===== src/video_timing_pkg.sv =====
package video_timing_pkg;

    localparam int H_COUNT_W = 12;
    localparam int V_COUNT_W = 11;

    typedef logic [H_COUNT_W-1:0] h_count_t;
    typedef logic [V_COUNT_W-1:0] v_count_t;

    // 1920x1080, totals 2200 x 1125.
    localparam h_count_t H_ACTIVE_1080P = 12'd1920;
    localparam h_count_t H_FRONT_1080P  = 12'd88;
    localparam h_count_t H_SYNC_1080P   = 12'd44;
    localparam h_count_t H_BACK_1080P   = 12'd148;
    localparam v_count_t V_ACTIVE_1080P = 11'd1080;
    localparam v_count_t V_FRONT_1080P  = 11'd4;
    localparam v_count_t V_SYNC_1080P   = 11'd5;
    localparam v_count_t V_BACK_1080P   = 11'd36;

    // 1280x960, totals 1800 x 1000.
    localparam h_count_t H_ACTIVE_960P  = 12'd1280;
    localparam h_count_t H_FRONT_960P   = 12'd96;
    localparam h_count_t H_SYNC_960P    = 12'd112;
    localparam h_count_t H_BACK_960P    = 12'd312;
    localparam v_count_t V_ACTIVE_960P  = 11'd960;
    localparam v_count_t V_FRONT_960P   = 11'd1;
    localparam v_count_t V_SYNC_960P    = 11'd3;
    localparam v_count_t V_BACK_960P    = 11'd36;

    // 720x480, totals 858 x 525.
    localparam h_count_t H_ACTIVE_480P  = 12'd720;
    localparam h_count_t H_FRONT_480P   = 12'd16;
    localparam h_count_t H_SYNC_480P    = 12'd62;
    localparam h_count_t H_BACK_480P    = 12'd60;
    localparam v_count_t V_ACTIVE_480P  = 11'd480;
    localparam v_count_t V_FRONT_480P   = 11'd9;
    localparam v_count_t V_SYNC_480P    = 11'd6;
    localparam v_count_t V_BACK_480P    = 11'd30;

    // 640x480, totals 800 x 525.
    localparam h_count_t H_ACTIVE_VGA   = 12'd640;
    localparam h_count_t H_FRONT_VGA    = 12'd16;
    localparam h_count_t H_SYNC_VGA     = 12'd96;
    localparam h_count_t H_BACK_VGA     = 12'd48;
    localparam v_count_t V_ACTIVE_VGA   = 11'd480;
    localparam v_count_t V_FRONT_VGA    = 11'd10;
    localparam v_count_t V_SYNC_VGA     = 11'd2;
    localparam v_count_t V_BACK_VGA     = 11'd33;

    // 720x576, totals 864 x 625.
    localparam h_count_t H_ACTIVE_576P  = 12'd720;
    localparam h_count_t H_FRONT_576P   = 12'd12;
    localparam h_count_t H_SYNC_576P    = 12'd64;
    localparam h_count_t H_BACK_576P    = 12'd68;
    localparam v_count_t V_ACTIVE_576P  = 11'd576;
    localparam v_count_t V_FRONT_576P   = 11'd5;
    localparam v_count_t V_SYNC_576P    = 11'd5;
    localparam v_count_t V_BACK_576P    = 11'd39;

    // 240p keeps the line timing of its output mode, 262 lines per frame.
    localparam v_count_t V_ACTIVE_240P  = 11'd240;
    localparam v_count_t V_FRONT_240P   = 11'd4;
    localparam v_count_t V_SYNC_240P    = 11'd3;
    localparam v_count_t V_BACK_240P    = 11'd15;

    // Interlaced modes count one field per frame.
    localparam h_count_t H_ACTIVE_480I  = 12'd720;
    localparam h_count_t H_FRONT_480I   = 12'd19;
    localparam h_count_t H_SYNC_480I    = 12'd62;
    localparam h_count_t H_BACK_480I    = 12'd57;
    localparam v_count_t V_ACTIVE_480I  = 11'd240;
    localparam v_count_t V_FRONT_480I   = 11'd4;
    localparam v_count_t V_SYNC_480I    = 11'd3;
    localparam v_count_t V_BACK_480I    = 11'd15;

    localparam h_count_t H_ACTIVE_576I  = 12'd720;
    localparam h_count_t H_FRONT_576I   = 12'd12;
    localparam h_count_t H_SYNC_576I    = 12'd63;
    localparam h_count_t H_BACK_576I    = 12'd69;
    localparam v_count_t V_ACTIVE_576I  = 11'd288;
    localparam v_count_t V_FRONT_576I   = 11'd2;
    localparam v_count_t V_SYNC_576I    = 11'd3;
    localparam v_count_t V_BACK_576I    = 11'd19;

endpackage


===== src/video_mode_pkg.sv =====
package video_mode_pkg;

    typedef logic [7:0] ctrl_byte_t;
    typedef logic [6:0] mode_code_t;

    typedef enum logic [3:0] {
        MODE_1080P,
        MODE_960P,
        MODE_480P,
        MODE_VGA,
        MODE_576P,
        MODE_240P_1080P,
        MODE_240P_960P,
        MODE_240P_480P,
        MODE_240P_VGA,
        MODE_480I,
        MODE_576I
    } video_mode_t;

    localparam video_mode_t MODE_RESET = MODE_1080P;

    localparam mode_code_t CODE_1080P      = 7'h00;
    localparam mode_code_t CODE_960P       = 7'h01;
    localparam mode_code_t CODE_480P       = 7'h02;
    localparam mode_code_t CODE_VGA        = 7'h03;
    localparam mode_code_t CODE_576P       = 7'h08;
    localparam mode_code_t CODE_240P_1080P = 7'h10;
    localparam mode_code_t CODE_240P_960P  = 7'h11;
    localparam mode_code_t CODE_240P_480P  = 7'h12;
    localparam mode_code_t CODE_240P_VGA   = 7'h13;
    localparam mode_code_t CODE_480I       = 7'h20;
    localparam mode_code_t CODE_576I       = 7'h40;
    localparam mode_code_t CODE_ALIAS_SPAN = 7'd3;  // 576p, 480i and 576i take four codes each.

endpackage


===== src/video_mode_select.sv =====
`timescale 1ns/1ps

module video_mode_select
    import video_mode_pkg::*;
(
    input  logic        clock,
    input  logic        rst_n,
    input  ctrl_byte_t  ctrl,
    output video_mode_t mode,
    output logic        native_hd
);

    ctrl_byte_t  ctrl_q;        // Byte seen on the previous edge.
    mode_code_t  code;
    video_mode_t dec_mode;
    video_mode_t mode_stage;
    logic        native_stage;

    assign code = ctrl[6:0];    // Bit 7 carries no mode information.

    always_comb begin
        dec_mode = mode_stage;  // Unknown codes keep the current selection.
        case (code) inside
            CODE_1080P:      dec_mode = MODE_1080P;
            CODE_960P:       dec_mode = MODE_960P;
            CODE_480P:       dec_mode = MODE_480P;
            CODE_VGA:        dec_mode = MODE_VGA;
            CODE_240P_1080P: dec_mode = MODE_240P_1080P;
            CODE_240P_960P:  dec_mode = MODE_240P_960P;
            CODE_240P_480P:  dec_mode = MODE_240P_480P;
            CODE_240P_VGA:   dec_mode = MODE_240P_VGA;
            [CODE_576P : CODE_576P + CODE_ALIAS_SPAN]: dec_mode = MODE_576P;
            [CODE_480I : CODE_480I + CODE_ALIAS_SPAN]: dec_mode = MODE_480I;
            [CODE_576I : CODE_576I + CODE_ALIAS_SPAN]: dec_mode = MODE_576I;
            default:         dec_mode = mode_stage;
        endcase
    end

    always_ff @(posedge clock) begin
        if (!rst_n) begin
            ctrl_q       <= '0;
            mode_stage   <= MODE_RESET;
            native_stage <= 1'b1;
            mode         <= MODE_RESET;
            native_hd    <= 1'b1;
        end else begin
            ctrl_q <= ctrl;
            if (ctrl != ctrl_q) begin   // Decode only on a new byte.
                mode_stage   <= dec_mode;
                native_stage <= (dec_mode == MODE_1080P) || (dec_mode == MODE_960P);
            end
            mode      <= mode_stage;    // Second stage, one cycle after decode.
            native_hd <= native_stage;
        end
    end

endmodule


===== src/video_mode_table.sv =====
`timescale 1ns/1ps

module video_mode_table
    import video_mode_pkg::*;
    import video_timing_pkg::*;
(
    input  logic        clock,
    input  logic        rst_n,
    input  video_mode_t mode,
    output h_count_t    h_active,
    output h_count_t    h_front,
    output h_count_t    h_sync,
    output h_count_t    h_back,
    output v_count_t    v_active,
    output v_count_t    v_front,
    output v_count_t    v_sync,
    output v_count_t    v_back,
    output logic        interlaced
);

    video_mode_t                   lookup_mode;
    logic [4*$bits(h_count_t)-1:0] h_timing_n;
    logic [4*$bits(v_count_t)-1:0] v_timing_n;

    assign lookup_mode = rst_n ? mode : MODE_RESET;    // Reset loads the 1080p timing.

    always_comb begin
        case (lookup_mode)
            MODE_960P, MODE_240P_960P:
                h_timing_n = {H_ACTIVE_960P, H_FRONT_960P, H_SYNC_960P, H_BACK_960P};
            MODE_480P, MODE_240P_480P:
                h_timing_n = {H_ACTIVE_480P, H_FRONT_480P, H_SYNC_480P, H_BACK_480P};
            MODE_VGA, MODE_240P_VGA:
                h_timing_n = {H_ACTIVE_VGA, H_FRONT_VGA, H_SYNC_VGA, H_BACK_VGA};
            MODE_576P:
                h_timing_n = {H_ACTIVE_576P, H_FRONT_576P, H_SYNC_576P, H_BACK_576P};
            MODE_480I:
                h_timing_n = {H_ACTIVE_480I, H_FRONT_480I, H_SYNC_480I, H_BACK_480I};
            MODE_576I:
                h_timing_n = {H_ACTIVE_576I, H_FRONT_576I, H_SYNC_576I, H_BACK_576I};
            default:    // 1080p line, shared with 240p on 1080p.
                h_timing_n = {H_ACTIVE_1080P, H_FRONT_1080P, H_SYNC_1080P, H_BACK_1080P};
        endcase

        case (lookup_mode)
            MODE_960P:
                v_timing_n = {V_ACTIVE_960P, V_FRONT_960P, V_SYNC_960P, V_BACK_960P};
            MODE_480P:
                v_timing_n = {V_ACTIVE_480P, V_FRONT_480P, V_SYNC_480P, V_BACK_480P};
            MODE_VGA:
                v_timing_n = {V_ACTIVE_VGA, V_FRONT_VGA, V_SYNC_VGA, V_BACK_VGA};
            MODE_576P:
                v_timing_n = {V_ACTIVE_576P, V_FRONT_576P, V_SYNC_576P, V_BACK_576P};
            MODE_240P_1080P, MODE_240P_960P, MODE_240P_480P, MODE_240P_VGA:
                v_timing_n = {V_ACTIVE_240P, V_FRONT_240P, V_SYNC_240P, V_BACK_240P};
            MODE_480I:
                v_timing_n = {V_ACTIVE_480I, V_FRONT_480I, V_SYNC_480I, V_BACK_480I};
            MODE_576I:
                v_timing_n = {V_ACTIVE_576I, V_FRONT_576I, V_SYNC_576I, V_BACK_576I};
            default:
                v_timing_n = {V_ACTIVE_1080P, V_FRONT_1080P, V_SYNC_1080P, V_BACK_1080P};
        endcase
    end

    always_ff @(posedge clock) begin
        {h_active, h_front, h_sync, h_back} <= h_timing_n;
        {v_active, v_front, v_sync, v_back} <= v_timing_n;
        interlaced <= (lookup_mode == MODE_480I) || (lookup_mode == MODE_576I);
    end

endmodule


===== src/video_timing_gen.sv =====
`timescale 1ns/1ps

module video_timing_gen
    import video_timing_pkg::*;
(
    input  logic     clock,
    input  logic     rst_n,
    input  h_count_t h_active,
    input  h_count_t h_front,
    input  h_count_t h_sync,
    input  h_count_t h_back,
    input  v_count_t v_active,
    input  v_count_t v_front,
    input  v_count_t v_sync,
    input  v_count_t v_back,
    input  logic     interlaced,
    output logic     hsync,
    output logic     vsync,
    output logic     de,
    output logic     frame_start,
    output logic     field,
    output h_count_t h_pos,
    output v_count_t v_pos
);

    // Working copy of the timing, stable for a whole frame.
    h_count_t h_active_q;
    h_count_t h_front_q;
    h_count_t h_sync_q;
    h_count_t h_back_q;
    v_count_t v_active_q;
    v_count_t v_front_q;
    v_count_t v_sync_q;
    v_count_t v_back_q;
    logic     interlaced_q;

    h_count_t hs_start;
    h_count_t hs_end;
    h_count_t h_total_m1;
    h_count_t h_next;
    v_count_t vs_start;
    v_count_t vs_end;
    v_count_t v_total_m1;
    v_count_t v_next;
    logic     h_last;
    logic     v_last;
    logic     frame_end;

    assign hs_start   = h_active_q + h_front_q;
    assign hs_end     = hs_start + h_sync_q;
    assign h_total_m1 = hs_end + h_back_q - 12'd1;
    assign vs_start   = v_active_q + v_front_q;
    assign vs_end     = vs_start + v_sync_q;
    assign v_total_m1 = vs_end + v_back_q - 11'd1;

    assign h_last    = (h_pos == h_total_m1);
    assign v_last    = (v_pos == v_total_m1);
    assign frame_end = h_last && v_last;

    assign h_next = h_last ? '0 : h_pos + 12'd1;
    assign v_next = h_last ? (v_last ? '0 : v_pos + 11'd1) : v_pos;

    always_ff @(posedge clock) begin
        if (!rst_n || frame_end) begin  // New timing only between frames.
            h_active_q   <= h_active;
            h_front_q    <= h_front;
            h_sync_q     <= h_sync;
            h_back_q     <= h_back;
            v_active_q   <= v_active;
            v_front_q    <= v_front;
            v_sync_q     <= v_sync;
            v_back_q     <= v_back;
            interlaced_q <= interlaced;
        end
    end

    // Outputs decode the next position, so they line up with h_pos and v_pos.
    always_ff @(posedge clock) begin
        if (!rst_n) begin
            h_pos       <= '0;
            v_pos       <= '0;
            hsync       <= 1'b0;
            vsync       <= 1'b0;
            de          <= 1'b0;
            frame_start <= 1'b0;
            field       <= 1'b0;
        end else begin
            h_pos       <= h_next;
            v_pos       <= v_next;
            de          <= (h_next < h_active_q) && (v_next < v_active_q);
            hsync       <= (h_next >= hs_start) && (h_next < hs_end);
            vsync       <= (v_next >= vs_start) && (v_next < vs_end);
            frame_start <= frame_end;
            if (frame_end) begin
                field <= interlaced ? ~field : 1'b0;   // Follows the frame about to start.
            end
        end
    end

endmodule


===== src/video_reconfig_top.sv =====
`timescale 1ns/1ps

module video_reconfig_top
    import video_mode_pkg::*;
    import video_timing_pkg::*;
(
    input  logic        clock,
    input  logic        rst_n,
    input  ctrl_byte_t  ctrl,
    output video_mode_t mode,
    output logic        native_hd,
    output logic        hsync,
    output logic        vsync,
    output logic        de,
    output logic        frame_start,
    output logic        field,
    output h_count_t    h_pos,
    output v_count_t    v_pos
);

    h_count_t h_active;
    h_count_t h_front;
    h_count_t h_sync;
    h_count_t h_back;
    v_count_t v_active;
    v_count_t v_front;
    v_count_t v_sync;
    v_count_t v_back;
    logic     interlaced;

    video_mode_select u_select (
        .clock     (clock),
        .rst_n     (rst_n),
        .ctrl      (ctrl),
        .mode      (mode),
        .native_hd (native_hd)
    );

    video_mode_table u_table (
        .clock      (clock),
        .rst_n      (rst_n),
        .mode       (mode),
        .h_active   (h_active),
        .h_front    (h_front),
        .h_sync     (h_sync),
        .h_back     (h_back),
        .v_active   (v_active),
        .v_front    (v_front),
        .v_sync     (v_sync),
        .v_back     (v_back),
        .interlaced (interlaced)
    );

    video_timing_gen u_timing (
        .clock       (clock),
        .rst_n       (rst_n),
        .h_active    (h_active),
        .h_front     (h_front),
        .h_sync      (h_sync),
        .h_back      (h_back),
        .v_active    (v_active),
        .v_front     (v_front),
        .v_sync      (v_sync),
        .v_back      (v_back),
        .interlaced  (interlaced),
        .hsync       (hsync),
        .vsync       (vsync),
        .de          (de),
        .frame_start (frame_start),
        .field       (field),
        .h_pos       (h_pos),
        .v_pos       (v_pos)
    );

endmodule


===== config.mk =====
export PLATFORM = sky130hd
export DESIGN_NAME = video_reconfig_top
export DESIGN_NICKNAME = d
export VERILOG_FILES = /design/src/video_timing_pkg.sv /design/src/video_mode_pkg.sv /design/src/video_mode_select.sv /design/src/video_mode_table.sv /design/src/video_timing_gen.sv /design/src/video_reconfig_top.sv
export SDC_FILE = /design/constraint.sdc
export NUM_CORES = 1
export LEC_CHECK = 0
export ABC_AREA = 1
export BUFFER_PORTS_ARGS = -buffer_cell sky130_fd_sc_hd__buf_4
export CAP_MARGIN = 15
export CORE_ASPECT_RATIO = 1.5
export CORE_UTILIZATION = 60
export DETAILED_ROUTE_END_ITERATION = 10
export PLACE_DENSITY = 0.78
export REMOVE_ABC_BUFFERS = 1
export SYNTH_ARGS = -nofsm -noshare
export SYNTH_HDL_FRONTEND = slang
export SYNTH_SLANG_ARGS = --single-unit

===== constraint.sdc =====
create_clock -name clock -period 14.95 [get_ports clock]
set_clock_uncertainty 0.05 [all_clocks]
set_input_delay 2.99 -clock clock [delete_from_list [all_inputs] [get_ports clock]]
set_output_delay 2.99 -clock clock [all_outputs]
set_load 0.02 [all_outputs]

==> run_results.csv <==
group,metric,value,unit
status,status,"complete, no violations",
worst_hold_path,hold_path.class,"reg -> reg",
route,drc_errors,0,
worst_hold_path,min_path_cells,0,
worst_setup_path,worstPathRequired,15260,ps
global_routing,grt_pass1_wl,33510,um
synth,synth_seq_cells,127,
worst_setup_path,r2r-end,"u_timing.de",
route,vias_per_cell,5.339,
synth,synth_cell_types,51,
route,dr.first_iter.drc_count,403,
route,dr.pass1.iters,5,
worst_setup_path,critPathMaxFanout,9,
sta,rsz0062_at_grt,"no",
route,vias,7710,
clocking,clockBufferDepth,2,
sta,worst_pin_slew,1041,ps
clocking,htree_levels,4,
finish,n_fill_cell,1226,
clocking,cts_setup_buffers,0,
clocking,numCtsBuffers,17,
synth,synth.top_cell.area_share,19.50,%
worst_hold_path,min-delay-start,"u_table.h_front[2]",
synth,seq_area_frac_synth,32.94,%
finish,layout.nets,1360,
worst_setup_path,startpoint,"u_timing.h_active_q[6]",
worst_setup_path,crit_type,"reg -> reg",
clocking,cts_tree,"done",
global_routing,grt_usage,28.16,%
finish,diodes,0,
worst_setup_path,rr_startpoint,"u_timing.h_active_q[6]",
worst_setup_path,cp.arrival,6380,ps
synth,yosysWarnings,0,
sta,slew_headroom,30.19,%
placed_design,dp_hpwl,16070,um
route,detail-route-antenna-nets,0,
run,maxCapViolCount,0,
worst_hold_path,whs_endpoint,"u_timing.h_back_q[6]",
worst_setup_path,cpMaxStageDelayCell,"edfxtp_1",
finish,final_cell_mix,"nand2_1, inv_1, ha_1, dfxtp_1, nor2_1",
global_routing,antenna_found_initial,0,
sta,fin_hold_ws,347.3,ps
sta,fmax,164.7,MHz
sta,fin_setup_tns,0,ps
synth,postSynthCellCount,1183,
floorplan,die_x,101.6,um
sta,setup_violations,0,
synth,synth_top_cell_by_area,"dfxtp_1",
synth,netlist_area,8934,um^2
route,routed_wl,20370,um
clocking,root_buffer,"clkbuf_16",
worst_setup_path,crit_top_cell,"nand2_1",
clocking,clk_pin_slew_worst_paths,70,ps
worst_setup_path,crit_path_start_kind,"register",
clocking,tritoncts_num_sinks,127,
worst_setup_path,end_kind,"register",
sta,period_needed,6073,ps
placed_design,place.port_buffers,42,
synth,synth_edf_count,40,
global_routing,grt_max_degree,46,
global_routing,grt_pass1_vias,7400,
synth,netlist_top_cells_area,"dfxtp_1, ha_1, edfxtp_1, nand2_1, inv_1",
synth,ys_async_sr_fraction,0,%
sta,slew_viol_final,0,
finish,final_layout_size_suffix_gt1_share,11.62,%
synth,syn_avg_cell_area,7.552,um^2
placed_design,gp_congestion,0.9283,
worst_setup_path,r2r_cells,33,
power,ir_worst_vdd,0.00009227,V
floorplan,num_rows,54,
floorplan,core-area,14530,um^2
finish,syn2layout_area_growth,12.18,%
floorplan,start_util,61.50,%
synth,synthFlopType,"dfxtp_1",
clocking,insertion_delay,420,ps
route,wire_per_inst,14.11,um
worst_setup_path,worst_path_largest_cell_delay,440,ps
power,pwr_density_cell,104.8,nW/um^2
clocking,cts_hold_buf,0,
global_routing,overflow,0,
clocking,post_cts_resized,0,
power,power.leakage,5.291,nW
sta,finalCritPeriodShare,40.62,%
sta,hold_violations,0,
floorplan,die_h,151.4,um
floorplan,io_pins,43,
finish,final_common_cell,"nand2_1",
floorplan,dieArea,15390,um^2
worst_setup_path,worst-r2r-setup-slack,8880,ps
[stage by stage]
| step | instances | util, % | worst slack (ps) | total power, W | area (um^2) |
|---|---|---|---|---|---|
| 3_5_place_dp | 1412 | 65.05 | 8964 | 0.0006509 | 9449 |
| 4_1_cts | 1444 | 68.99 | 8919 | 0.001053 | 10020 |
| 3_3_place_gp | 1412 | 65.05 | 9177 | 0.0006446 | 9449 |
| 6_report | 1444 | 68.99 | 8877 | 0.001051 | 10020 |
| 5_1_grt | 1444 | 68.99 | 8205 | 0.001110 | 10020 |
| 2_1_floorplan | 1174 | - | 9624 | 0.0005961 | 8889 |
[kinds of logic (layout without fill, tap and decap cells)]
kind of cell             after synthesis  count (layout)  share of synthesized area, %
AO/OA/AOI/OAI                        118             118                         7.913
buffers and inverters                243             308                         10.34
AND/OR/NAND/NOR                      537             537                         28.00
adder cells (fa/ha/maj)              115             115                         16.44
XOR/XNOR                              43              43                         4.370
flip-flops                           127             127                         32.94
[synth_stat cells, drive strengths merged, types with 2 or more instances]
cell type,number
nor3,22
a211oi,4
xor2,32
nor2,98
a21oi,40
o211ai,6
a21o,7
ha,111
o21ai,35
inv,233
o22ai,4
xnor2,10
nand2,279
a31oi,5
buf,3
o21a,4
o21bai,2
or2,14
clkbuf,6
a21boi,4
nor4,7
dfxtp,87
nand3,84
nand3b,4
a22oi,2
fa,4
edfxtp,40
nand4,29
[power by group]
group | internal, W | switching [W]
Clock | 0.000237 | 0.000167
Sequential | 0.000367 | 0.00000585
Combinational | 0.0000999 | 0.000174
Total | 0.000704 | 0.000347
[worst max-delay path, delay by kind of cell (launching register included)]
family / cells / cell delay, ps
simple gates: 17 / 2300
fa+ha+maj: 5 / 1550
compound gates: 3 / 700
xor+xnor: 3 / 560
flops: 1 / 440
buf+inv: 5 / 410
[routing by layer]
layer | share of wire (%) | vias to the layer above | GRT usage [%] | wire (um)
met5 | 0 | - | 0 | 0
met4 | 4.4 | 0 | 15.29 | 903
met3 | 3.2 | 67 | 4.246 | 656
met2 | 51 | 183 | 50.74 | 10390
met1 | 41 | 3520 | 31.32 | 8424
li1 | - | 3940 | - | -
[sequential cells by signal, indices dropped and copies added (netlist names), 7 cells and up]
name                 count
u_timing.h_pos          12
u_timing.v_pos          11
u_select.ctrl_q          8
u_table.v_active         7
u_timing.h_back_q        7
u_timing.v_active_q      7
[layout make-up]
cell class	instances	area, um^2	share of cell area [%]
Clock inverter	13	130.1	1.298
Clock buffer	19	442.9	4.419
Inverter	234	878.3	8.764
Timing Repair Buffer	42	315.3	3.146
Sequential cell	127	2943	29.36
Tap cell	196	245.2	2.447
Multi-Input combinational cell	813	5067	50.56
[how the worst max path moves through the flow]
stage	cells after the start	slack, ps	end
floorplan	37	9620	u_timing.de
global placement	33	9180	u_timing.de
global route	33	8200	u_timing.de
CTS	33	8920	u_timing.de
detailed placement	33	8960	u_timing.de
finish	33	8880	u_timing.de
No activity file was read; power rests on OpenSTA's default activity.
